File: config.mk
export PLATFORM = sky130hd
export DESIGN_NAME = i2c_rx_top
export DESIGN_NICKNAME = d
export VERILOG_FILES = /design/src/logic/i2c_rx_pkg.sv /design/src/logic/bus_line_sampler.sv /design/src/logic/bus_rx_flow.sv /design/src/logic/rx_sequencer.sv /design/src/logic/i2c_rx_top.sv
export SDC_FILE = /design/constraint.sdc
export NUM_CORES = 1
export LEC_CHECK = 0
export BUFFER_PORTS_ARGS = -buffer_cell sky130_fd_sc_hd__buf_4
export CAP_MARGIN = 40
export CORE_ASPECT_RATIO = 0.9
export CORE_MARGIN = 2
export CORE_UTILIZATION = 56
export CTS_CLUSTER_DIAMETER = 80
export DETAILED_ROUTE_END_ITERATION = 10
export PLACE_DENSITY = 0.87
export SETUP_SLACK_MARGIN = 0.1
export SYNTH_ARGS = -nofsm -noshare
export SYNTH_HDL_FRONTEND = slang
export SYNTH_SLANG_ARGS = --single-unit
File: constraint.sdc
create_clock -name clk_i -period 2.7 [get_ports clk_i]
set_clock_uncertainty 0.2 [all_clocks]
set_input_delay 0.405 -clock clk_i [delete_from_list [all_inputs] [get_ports clk_i]]
set_output_delay 0.405 -clock clk_i [all_outputs]
set_load 0.02 [all_outputs]
File: src/logic/i2c_rx_pkg.sv
// i2c_rx_pkg: data widths, command and result structs, bus timing constants
package i2c_rx_pkg;

  // synchronizer depth on the scl and sda inputs
  localparam int unsigned SyncStages = 2;

  // scl high cycles before an sda rise is taken as a stop condition
  localparam int unsigned StopHoldCycles = 4;

  // one received data value
  typedef logic [7:0] rx_byte_t;

  // bytes per command, 1 to 15
  typedef logic [3:0] byte_count_t;

  // stable-high counter, saturates at StopHoldCycles
  typedef logic [2:0] hold_count_t;

  typedef enum logic {
    RxReadBytes = 1'b0,
    RxReadBit   = 1'b1
  } rx_kind_e;

  // host command, count is ignored for a bit read
  typedef struct packed {
    rx_kind_e    kind;
    byte_count_t count;
  } rx_cmd_t;

  // one result per byte or bit
  typedef struct packed {
    rx_byte_t data;
    logic     is_bit;   // data holds a single bit in the lsb
    logic     last;     // final result of the command
    logic     aborted;  // a stop ended the command
  } rx_rsp_t;

endpackage

File: src/logic/bus_line_sampler.sv
// bus_line_sampler: scl/sda synchronizers, scl rising edge, stable-high tracking, stop detect
`timescale 1ns/10ps

module bus_line_sampler (
  input  logic clk_i,
  input  logic rst_ni,

  input  logic scl_i,
  input  logic sda_i,

  output logic scl_posedge_o,
  output logic scl_stable_high_o,
  output logic sda_o,
  output logic stop_det_o
);
  import i2c_rx_pkg::*;

  logic [SyncStages-1:0] scl_sync_q;
  logic [SyncStages-1:0] sda_sync_q;
  logic                  scl_q;          // one stage behind the synchronizer
  logic                  sda_q;
  logic                  sda_prev_q;
  logic                  scl_posedge_q;
  hold_count_t           hold_q;

  // lines idle high, so reset to high avoids a false edge after reset
  always_ff @(posedge clk_i or negedge rst_ni) begin
    if (!rst_ni) begin
      scl_sync_q    <= '1;
      sda_sync_q    <= '1;
      scl_q         <= 1'b1;
      sda_q         <= 1'b1;
      sda_prev_q    <= 1'b1;
      scl_posedge_q <= 1'b0;
    end else begin
      scl_sync_q    <= {scl_sync_q[SyncStages-2:0], scl_i};
      sda_sync_q    <= {sda_sync_q[SyncStages-2:0], sda_i};
      scl_q         <= scl_sync_q[SyncStages-1];
      sda_q         <= sda_sync_q[SyncStages-1];
      sda_prev_q    <= sda_q;
      scl_posedge_q <= scl_sync_q[SyncStages-1] & ~scl_q;
    end
  end

  // count scl high cycles up to the stop hold limit
  always_ff @(posedge clk_i or negedge rst_ni) begin
    if (!rst_ni) begin
      hold_q <= '0;
    end else if (!scl_q) begin
      hold_q <= '0;
    end else if (!scl_stable_high_o) begin
      hold_q <= hold_q + 1'b1;
    end
  end

  assign scl_stable_high_o = (hold_q == hold_count_t'(StopHoldCycles));
  assign scl_posedge_o     = scl_posedge_q;  // aligned with sda_o
  assign sda_o             = sda_q;

  // sda rising while scl has been high long enough
  assign stop_det_o = sda_q & ~sda_prev_q & scl_stable_high_o;

endmodule

File: src/logic/bus_rx_flow.sv
// bus_rx_flow: state machine that shifts in one bit or one byte per request
`timescale 1ns/10ps

module bus_rx_flow (
  input  logic                 clk_i,
  input  logic                 rst_ni,

  input  logic                 scl_posedge_i,
  input  logic                 scl_stable_high_i,  // shared with the other flows, unused here
  input  logic                 sda_i,

  input  logic                 rx_req_bit_i,
  input  logic                 rx_req_byte_i,
  output i2c_rx_pkg::rx_byte_t rx_data_o,
  output logic                 rx_done_o,
  output logic                 rx_idle_o,
  output logic                 error_o
);
  import i2c_rx_pkg::*;

  typedef enum logic [1:0] {
    Idle,
    ReadByte,
    ReadBit,
    NextTaskDecision
  } rx_state_e;

  rx_state_e state_d;
  rx_state_e state_q;

  logic       req;
  logic       rx_req_bit_q;
  logic       sample_en;
  logic       cnt_en;
  logic       bit_valid_q;   // a bit was sampled on the last scl edge
  logic       bit_q;
  logic [2:0] bit_cnt_q;
  logic [6:0] shift_q;

  assign req     = rx_req_bit_i | rx_req_byte_i;
  assign error_o = rx_req_bit_i & rx_req_byte_i;

  always_ff @(posedge clk_i or negedge rst_ni) begin
    if (!rst_ni) begin
      rx_req_bit_q <= 1'b0;
    end else begin
      rx_req_bit_q <= rx_req_bit_i;
    end
  end

  // sample sda on a rising scl edge, valid for one cycle
  always_ff @(posedge clk_i or negedge rst_ni) begin
    if (!rst_ni) begin
      bit_valid_q <= 1'b0;
    end else begin
      bit_valid_q <= sample_en & scl_posedge_i;
    end
  end

  always_ff @(posedge clk_i) begin
    if (sample_en && scl_posedge_i) begin
      bit_q <= sda_i;
    end
  end

  // bits left in the current byte, counts down from seven
  always_ff @(posedge clk_i or negedge rst_ni) begin
    if (!rst_ni) begin
      bit_cnt_q <= 3'd7;
    end else if (!cnt_en) begin
      bit_cnt_q <= 3'd7;
    end else if (bit_valid_q && bit_cnt_q != 3'd0) begin
      bit_cnt_q <= bit_cnt_q - 1'b1;
    end
  end

  always_ff @(posedge clk_i) begin
    if (cnt_en && bit_valid_q) begin
      shift_q <= {shift_q[5:0], bit_q};  // msb first
    end
  end

  always_ff @(posedge clk_i or negedge rst_ni) begin
    if (!rst_ni) begin
      state_q <= Idle;
    end else begin
      state_q <= state_d;
    end
  end

  always_comb begin
    rx_idle_o = 1'b0;
    rx_done_o = 1'b0;
    rx_data_o = '0;
    sample_en = 1'b0;
    cnt_en    = 1'b0;

    unique case (state_q)
      Idle: begin
        rx_idle_o = 1'b1;
      end
      ReadByte: begin
        cnt_en    = 1'b1;
        sample_en = ~bit_valid_q;
        if (bit_valid_q && bit_cnt_q == 3'd0) begin
          rx_done_o = 1'b1;
          rx_data_o = {shift_q, bit_q};
        end
      end
      ReadBit: begin
        sample_en = ~bit_valid_q;
        if (bit_valid_q) begin
          rx_done_o = 1'b1;
          rx_data_o = {7'b0, bit_q};  // single bit in the lsb
        end
      end
      NextTaskDecision: begin
        sample_en = req;  // do not miss an edge while deciding
      end
      default: ;
    endcase
  end

  always_comb begin
    state_d = state_q;

    unique case (state_q)
      Idle: begin
        state_d = rx_req_byte_i ? ReadByte : rx_req_bit_q ? ReadBit : Idle;
      end
      ReadByte: begin
        if (rx_done_o) begin
          state_d = NextTaskDecision;
        end
      end
      ReadBit: begin
        if (bit_valid_q) begin
          state_d = NextTaskDecision;
        end
      end
      NextTaskDecision: begin
        state_d = rx_req_byte_i ? ReadByte : rx_req_bit_q ? ReadBit : Idle;
      end
      default: begin
        state_d = Idle;
      end
    endcase

    // requests dropped or conflicting, back to idle
    if (!req || error_o) begin
      state_d = Idle;
    end
  end

endmodule

File: src/logic/rx_sequencer.sv
// rx_sequencer: command intake, request hold, byte counting, stop abort and result strobes
`timescale 1ns/10ps

module rx_sequencer (
  input  logic                 clk_i,
  input  logic                 rst_ni,

  input  logic                 cmd_valid_i,
  input  i2c_rx_pkg::rx_cmd_t  cmd_i,
  input  logic                 stop_det_i,

  input  i2c_rx_pkg::rx_byte_t rx_data_i,
  input  logic                 rx_done_i,
  input  logic                 rx_idle_i,
  input  logic                 rx_error_i,

  output logic                 req_bit_o,
  output logic                 req_byte_o,
  output logic                 rsp_valid_o,
  output i2c_rx_pkg::rx_rsp_t  rsp_o,
  output logic                 busy_o,
  output logic                 proto_error_o
);
  import i2c_rx_pkg::*;

  typedef enum logic [1:0] {
    Ready,
    Reading,
    Draining
  } seq_state_e;

  seq_state_e  state_q;
  rx_kind_e    kind_q;
  byte_count_t remaining_q;
  logic        rsp_valid_q;
  rx_rsp_t     rsp_q;
  logic        error_q;
  logic        is_last;

  assign is_last = (kind_q == RxReadBit) || (remaining_q <= byte_count_t'(1));

  always_ff @(posedge clk_i or negedge rst_ni) begin
    if (!rst_ni) begin
      state_q     <= Ready;
      rsp_valid_q <= 1'b0;
      error_q     <= 1'b0;
    end else begin
      rsp_valid_q <= 1'b0;
      error_q     <= error_q | rx_error_i;  // sticky until reset
      unique case (state_q)
        Ready: begin
          if (cmd_valid_i) begin
            state_q <= Reading;
          end
        end
        Reading: begin
          if (stop_det_i) begin
            state_q <= Draining;  // request drops, result follows once flow is idle
          end else if (rx_done_i) begin
            rsp_valid_q <= 1'b1;
            if (is_last) begin
              state_q <= Ready;
            end
          end
        end
        Draining: begin
          if (rx_idle_i) begin
            rsp_valid_q <= 1'b1;
            state_q     <= Ready;
          end
        end
        default: state_q <= Ready;
      endcase
    end
  end

  // command and result payload
  always_ff @(posedge clk_i) begin
    if (state_q == Ready && cmd_valid_i) begin
      kind_q      <= cmd_i.kind;
      remaining_q <= cmd_i.count;
    end else if (state_q == Reading && !stop_det_i && rx_done_i) begin
      remaining_q <= remaining_q - 1'b1;
      rsp_q       <= '{data: rx_data_i, is_bit: kind_q == RxReadBit, last: is_last,
                       aborted: 1'b0};
    end else if (state_q == Draining) begin
      rsp_q <= '{data: '0, is_bit: kind_q == RxReadBit, last: 1'b1, aborted: 1'b1};
    end
  end

  assign req_byte_o    = (state_q == Reading) && (kind_q == RxReadBytes);
  assign req_bit_o     = (state_q == Reading) && (kind_q == RxReadBit);
  assign busy_o        = (state_q != Ready);
  assign rsp_valid_o   = rsp_valid_q;
  assign rsp_o         = rsp_q;
  assign proto_error_o = error_q;

endmodule

File: src/logic/i2c_rx_top.sv
// i2c_rx_top: bus line sampler, receive flow and command sequencer
`timescale 1ns/10ps

module i2c_rx_top (
  input  logic                clk_i,
  input  logic                rst_ni,

  input  logic                scl_i,
  input  logic                sda_i,

  input  logic                cmd_valid_i,
  input  i2c_rx_pkg::rx_cmd_t cmd_i,

  output logic                rsp_valid_o,
  output i2c_rx_pkg::rx_rsp_t rsp_o,

  output logic                busy_o,
  output logic                proto_error_o
);
  import i2c_rx_pkg::*;

  logic     scl_posedge;
  logic     scl_stable_high;
  logic     sda;
  logic     stop_det;
  logic     req_bit;
  logic     req_byte;
  rx_byte_t rx_data;
  logic     rx_done;
  logic     rx_idle;
  logic     rx_error;

  bus_line_sampler i_bus_line_sampler (
    .clk_i             (clk_i),
    .rst_ni            (rst_ni),
    .scl_i             (scl_i),
    .sda_i             (sda_i),
    .scl_posedge_o     (scl_posedge),
    .scl_stable_high_o (scl_stable_high),
    .sda_o             (sda),
    .stop_det_o        (stop_det)
  );

  bus_rx_flow i_bus_rx_flow (
    .clk_i             (clk_i),
    .rst_ni            (rst_ni),
    .scl_posedge_i     (scl_posedge),
    .scl_stable_high_i (scl_stable_high),
    .sda_i             (sda),
    .rx_req_bit_i      (req_bit),
    .rx_req_byte_i     (req_byte),
    .rx_data_o         (rx_data),
    .rx_done_o         (rx_done),
    .rx_idle_o         (rx_idle),
    .error_o           (rx_error)
  );

  rx_sequencer i_rx_sequencer (
    .clk_i         (clk_i),
    .rst_ni        (rst_ni),
    .cmd_valid_i   (cmd_valid_i),
    .cmd_i         (cmd_i),
    .stop_det_i    (stop_det),
    .rx_data_i     (rx_data),
    .rx_done_i     (rx_done),
    .rx_idle_i     (rx_idle),
    .rx_error_i    (rx_error),
    .req_bit_o     (req_bit),
    .req_byte_o    (req_byte),
    .rsp_valid_o   (rsp_valid_o),
    .rsp_o         (rsp_o),
    .busy_o        (busy_o),
    .proto_error_o (proto_error_o)
  );

endmodule

Word-level counts from Yosys, hierarchy flattened:

Index checks and enable logic that the tools add are counted.

* register bits: 46
* input bits: 10
* output and inout port bits: 14
* word-level logic and storage cells: 110

* $add $sub $neg: 3
* order comparisons: 1
* equality and inequality tests: 14
* multiplexer cells: 33
* bitwise operators: 12
* reduce and logical (&&, ||, !) cells: 25

Operator list (count)
* $mux W11: 2
* $mux W2: 10
* $pmux W8 S2: 1
* $mux W3: 4
* $ne A3 B1 Y1 const B: 4
* $pmux W2 S3: 2
* $logic_and A1 B1 Y1: 9
* $mux W1: 8
* $mux W4: 2
* $mux W8: 1
* $ne A2 B2 Y1 const B: 4
* $eq A2 B2 Y1 const B: 3
* $pmux W1 S2: 3
* $reduce_bool A2 Y1: 3
* $and A1 B1 Y1: 5
* $not A1 Y1: 5
* $eq A2 B1 Y1 const B: 2
* $le A4 B1 Y1 const B: 1
* $logic_not A2 Y1: 2
* $reduce_and A2 Y1: 2
* $reduce_and A4 Y1: 1
* $reduce_or A2 Y1: 2
* $sub A4 B1 Y4 const B: 1
* $add A3 B1 Y3 const B: 1
* 7 further kinds: 10

Depth between registers and ports, before layout:

* depth in word-level cells: 8
* mapped depth: 7

Modules after synthesis:

From an unflattened synthesis, not the netlist that was laid out.

* cells, all modules: 168
* area, all modules: 2094.5 um^2

Modules (own cells, without submodules)
* rx_sequencer: instances 1, cells each 76, area each 940.9 um^2, sequential area each 580.6 um^2
* bus_rx_flow: instances 1, cells each 65, area each 765.7 um^2, sequential area each 419.2 um^2
* bus_line_sampler: instances 1, cells each 27, area each 387.9 um^2, sequential area each 284.0 um^2

Worst setup path after synthesis:

Ideal clock, no wire load.

* path type: register to register
* start point: register i_bus_rx_flow.state_q[0]
* end point: register i_rx_sequencer.rsp_q, in the netlist i_rx_sequencer.rsp_o[0], enable pin
* library setup time: 383 ps
* arrival: 1821 ps
* slack: 297 ps
* stages on the path, launching flop included: 7
* path buffers: 0
* period minus slack after synthesis: 2403 ps
* cells stage by stage: dfrtp_1 inv_1 ha_1 nand2_2 nor3_1 inv_2 a21oi_1

* cells in the longest elaborated chain, start to end: 5

RTL lines
* start: declaration: line bus_rx_flow.sv:29 `rx_state_e state_q;`
* start signal: assignment: line bus_rx_flow.sv:85 `state_q <= Idle;`
* start signal: assignment: line bus_rx_flow.sv:87 `state_q <= state_d;`
* $eq A2 B2 Y1 or $eq A2 B1 Y1 (tied branches): line bus_rx_flow.sv:98 `unique case (state_q)`
* $pmux W1 S2 *: line bus_rx_flow.sv:98
* $logic_and A1 B1 Y1 *: line rx_sequencer.sv:82 `end else if (state_q == Reading && !stop_det_i && rx_done_i) begin`
* $reduce_bool A2 Y1 (no line) *
* $reduce_and A2 Y1 (no line) *
* end signal: assignment: line rx_sequencer.sv:84 `rsp_q <= '{data: rx_data_i, is_bit: kind_q == RxReadBit, last: is_last,`
* end signal: assignment: line rx_sequencer.sv:87 `rsp_q <= '{data: '0, is_bit: kind_q == RxReadBit, last: 1'b1, aborted: 1'b1};`
* end: declaration: line rx_sequencer.sv:36 `rx_rsp_t rsp_q;`

Mark *: on every way between the ends. The rest lies on a longest branch, timed or not.
A chain may end at the register's enable or synchronous reset.

Final worst setup path:

* start point: register i_bus_rx_flow.bit_cnt_q[0]
* end point: register i_rx_sequencer.rsp_q, in the netlist i_rx_sequencer.rsp_o[8], enable pin

* cells in the longest elaborated chain, start to end: 7

RTL lines
* start: declaration: line bus_rx_flow.sv:37 `logic [2:0] bit_cnt_q;`
* start signal: assignment: line bus_rx_flow.sv:73 `bit_cnt_q <= bit_cnt_q - 1'b1;`
* $logic_not A3 Y1: line bus_rx_flow.sv:105 `if (bit_valid_q && bit_cnt_q == 3'd0) begin`
* $logic_and A1 B1 Y1: line bus_rx_flow.sv:105
* $mux W1: line bus_rx_flow.sv:105
* $pmux W1 S2: line bus_rx_flow.sv:98
* $logic_and A1 B1 Y1: line rx_sequencer.sv:82
* $reduce_bool A2 Y1 (no line)
* $reduce_and A2 Y1 (no line)

No other way between the ends.

==> results.ini <==
[power]
vdd_ir_drop_max_uv = 501
leakage_nw = 0.994
powerDensity_mw_per_mm2 = 758

[cts]
root_buffer = clkbuf_8
cts_made_buffers = 5
cts_tree = yes
cts_setup_buffers = 0
clkTransAtPathRegs_ns = 0.08
cts_sinks = 46
clock_latency_ns = 0.30
cts_htree_levels = 2
max-clock-path-buffers = 2

[run_status]
run_status = finished, final reports clean

[floorplanning]
num_rows = 20
core-area_mm2 = 0.00338
boundaryPins = 24
initial_core_util_pct = 58.7
die_w_um = 66.7
die_area_mm2 = 0.00403
die_y_um = 60.5

[synthesis]
syn-num-nets = 181
synth_xor_area_share_pct = 1.77
synthFlopType = edfxtp_1
synth_edf_count = 24
synth_compound_area_share_pct = 8.08
yosysWarningCount = 0
synthSimpleGateAreaFrac_pct = 12.2
synth_cell_types = 36
netlist_area_mm2 = 0.00198
synth_seq_cells = 46
muxShareOfSynthArea_pct = 0.505
synthCells = 157
yosys.area_share.adder_pct = 8.83
synth-async-reset-ratio_pct = 47.8
syn_avg_cell_area_um2 = 12.6
synth_top_family_by_area = simple AND/OR/NAND/NOR gates
ys_seq_area_share_pct = 64.7

[timing]
max_freq_mhz = 439
grt_setup_unrepaired = no
period_needed_ns = 2.28
report.final.setup_viol = 0
finalCritPeriodShare_pct = 84.4
hold_slack_ns = 0.0886
drv_slew = 0
worstMarginPinSlew_ns = 0.535
slew-limit-headroom_pct = 64.1
finalSetupTns_ns = 0
timing.final.hold_violations = 0

[drt]
ant_nets = 0
wl_um = 3350
num_vias = 1230
drc_errors = 0
drt_iter0_drc = 97
dr.pass1.iters = 4
via_per_inst = 5.26
wl_per_cell_um = 14.3

[setup_path]
endpoint_kind = flop
r2r-start = i_bus_rx_flow.bit_cnt_q[0]
cp.required_ns = 2.52
slowest_delay_ns = 0.37
worst-path-buf-inv = 3
startpoint_type = flop
r2r_end = i_rx_sequencer.rsp_o[8]
criticalPathCategory = flop to flop
worst_path_max_delay_cell = dfstp_2
path_max_fanout = 11
cp.arrival_ns = 2.10
reg2reg_slack_ns = 0.42
critPathTopFamily = simple AND/OR/NAND/NOR gates
reg2regPathDepth = 8
crit_chain = inv_1 -> ha_1 -> nor2b_2 -> a21oi_1 -> nor3_1 -> inv_2 -> a21oi_1 -> buf_4
cp_common_cell = a21oi_1

[global_routing]
grt_max_degree = 23
use_met2_pct = 36.9
antenna_found_initial = 0
gr-total-overflow = 0
grt_use_met3_pct = 6.12
grtUsageMet1_pct = 20.0
grt_pass1_wl_um = 5470
gr-usage-all-layers_pct = 19.4
grt_pass1_vias = 1222
gr-max-usage-layer = met2

[worst_hold_path]
min_to = i_rx_sequencer.kind_q
hold_path.class = input pin to flop
hold_path_startpoint = cmd_i[4]
whs_path_depth = 1

[layout]
n_antenna_cell = 0
fillers = 252
layout-drive-gt1-share_pct = 23.7
design_area_mm2 = 0.00235
area_growth_pct = 18.6
layout.nets = 213

[job]
cap_viol_max_count = 0

[placed_design]
post_dp_cell_area_mm2 = 0.00221
portBuffers = 23
gp_congestion = 0.830
hpwl_um = 2590

-- cells in the mapped netlist, types with 3 or more instances --
library cell | n | area [µm²]
o211ai_1 | 3 | 22.5
inv_1 | 17 | 63.8
o21ai_0 | 3 | 15.0
a21oi_1 | 8 | 40.0
dfrtp_1 | 12 | 300
dfstp_2 | 10 | 263
nor3_1 | 5 | 25.0
nor2_1 | 8 | 30.0
nand2_1 | 15 | 56.3
xnor2_1 | 4 | 35.0
and2_1 | 11 | 68.8
ha_1 | 14 | 175
edfxtp_1 | 24 | 721
-- worst max-delay path by stage --
stage / start / end / slack (ns) / cells past startpoint
3_5_place_dp: i_bus_rx_flow.state_q[1] / i_rx_sequencer.rsp_o[8] / 0.42 / 7
4_1_cts: i_bus_rx_flow.state_q[1] / i_rx_sequencer.rsp_o[5] / 0.41 / 7
6_report: i_bus_rx_flow.bit_cnt_q[0] / i_rx_sequencer.rsp_o[8] / 0.42 / 8
5_1_grt: i_bus_rx_flow.state_q[1] / i_rx_sequencer.rsp_o[4] / 0.24 / 7
2_1_floorplan: i_bus_rx_flow.state_q[0] / i_rx_sequencer.rsp_o[0] / 0.30 / 6
3_3_place_gp: i_bus_rx_flow.state_q[0] / i_rx_sequencer.rsp_o[8] / 0.57 / 7
-- through the flow --
| step | power [mW] | std cells | util, % | setup slack, ns |
|---|---|---|---|---|
| finish | 1.78 | 234 | 69.6 | 0.420 |
| global route | 1.88 | 234 | 69.6 | 0.238 |
| CTS | 1.79 | 234 | 69.6 | 0.412 |
| detailed placement | 1.29 | 223 | 65.4 | 0.424 |
| global placement | 1.26 | 223 | 65.4 | 0.567 |
| floorplan | 1.17 | 157 | - | 0.297 |
-- state kept, by name (all words and copies together) (netlist names) --
| name | count |
|---|---|
| i_bus_line_sampler.hold_q | 3 |
| i_bus_line_sampler.sda_prev_q | 1 |
| i_bus_line_sampler.sda_o | 1 |
| i_bus_line_sampler.scl_sync_q | 2 |
| i_rx_sequencer.remaining_q | 4 |
| i_rx_sequencer.kind_q | 1 |
| i_rx_sequencer.rsp_valid_o | 1 |
| i_bus_rx_flow.rx_req_bit_q | 1 |
| i_bus_line_sampler.scl_q | 1 |
| i_bus_line_sampler.scl_posedge_o | 1 |
| i_rx_sequencer.proto_error_o | 1 |
| i_bus_rx_flow.bit_q | 1 |
| i_bus_rx_flow.state_q | 2 |
| i_rx_sequencer.rsp_o | 11 |
| i_bus_rx_flow.bit_cnt_q | 3 |
| i_bus_rx_flow.bit_valid_q | 1 |
| i_bus_line_sampler.sda_sync_q | 2 |
| i_bus_rx_flow.shift_q | 7 |
| i_rx_sequencer.state_q | 2 |
-- metal layers --
| metal | wire length, µm | vias up |
|---|---|---|
| met5 | 0 | - |
| met4 | 74 | 0 |
| met3 | 140 | 7 |
| met2 | 1820 | 28 |
| met1 | 1310 | 595 |
| li1 | - | 600 |
-- cells by family (layout without fill, tap and decap cells) --
| logic type | Yosys count | after routing |
|---|---|---|
| and+or+nand+nor | 48 | 48 |
| AOI/OAI and AO/OA | 24 | 24 |
| buffers and inverters | 20 | 53 |
| DFF | 46 | 46 |
| adders and majority gates | 14 | 14 |
| muxes | 1 | 1 |
| xor gates and xnor gates | 4 | 4 |
-- final cells by class --
cell class | instances | area, µm² | area share, %
multi-input combinational | 91 | 623 | 26.5
clock inverter | 3 | 43.8 | 1.86
inverter | 18 | 67.6 | 2.87
timing repair buffer | 27 | 210 | 8.94
sequential | 46 | 1280 | 54.6
clock buffer | 5 | 68.8 | 2.93
tap | 44 | 55.1 | 2.34
-- where the power goes --
group          switching (mW)  internal [mW]
Sequential             0.0517          0.819
Clock                   0.229          0.276
Combinational           0.237          0.169
-- what timing repair did --
item / 4_1_cts / 5_1_grt
endpoints found under the hold margin: 14 / 0
resized for setup: 0 / 0
hold buffers: 3 / 0
-- cells in the final DEF, fill, tap and decap left out, drive strengths merged, types with 8 or more instances in the layout --
cell type | Yosys | routed
buf | 1 | 24
nor2 | 8 | 8
ha | 14 | 14
nand2 | 16 | 16
and2 | 11 | 11
a21oi | 8 | 8
inv | 18 | 19
dfrtp | 12 | 12
dfstp | 10 | 10
edfxtp | 24 | 24
Power figures use the tool's default switching activity.
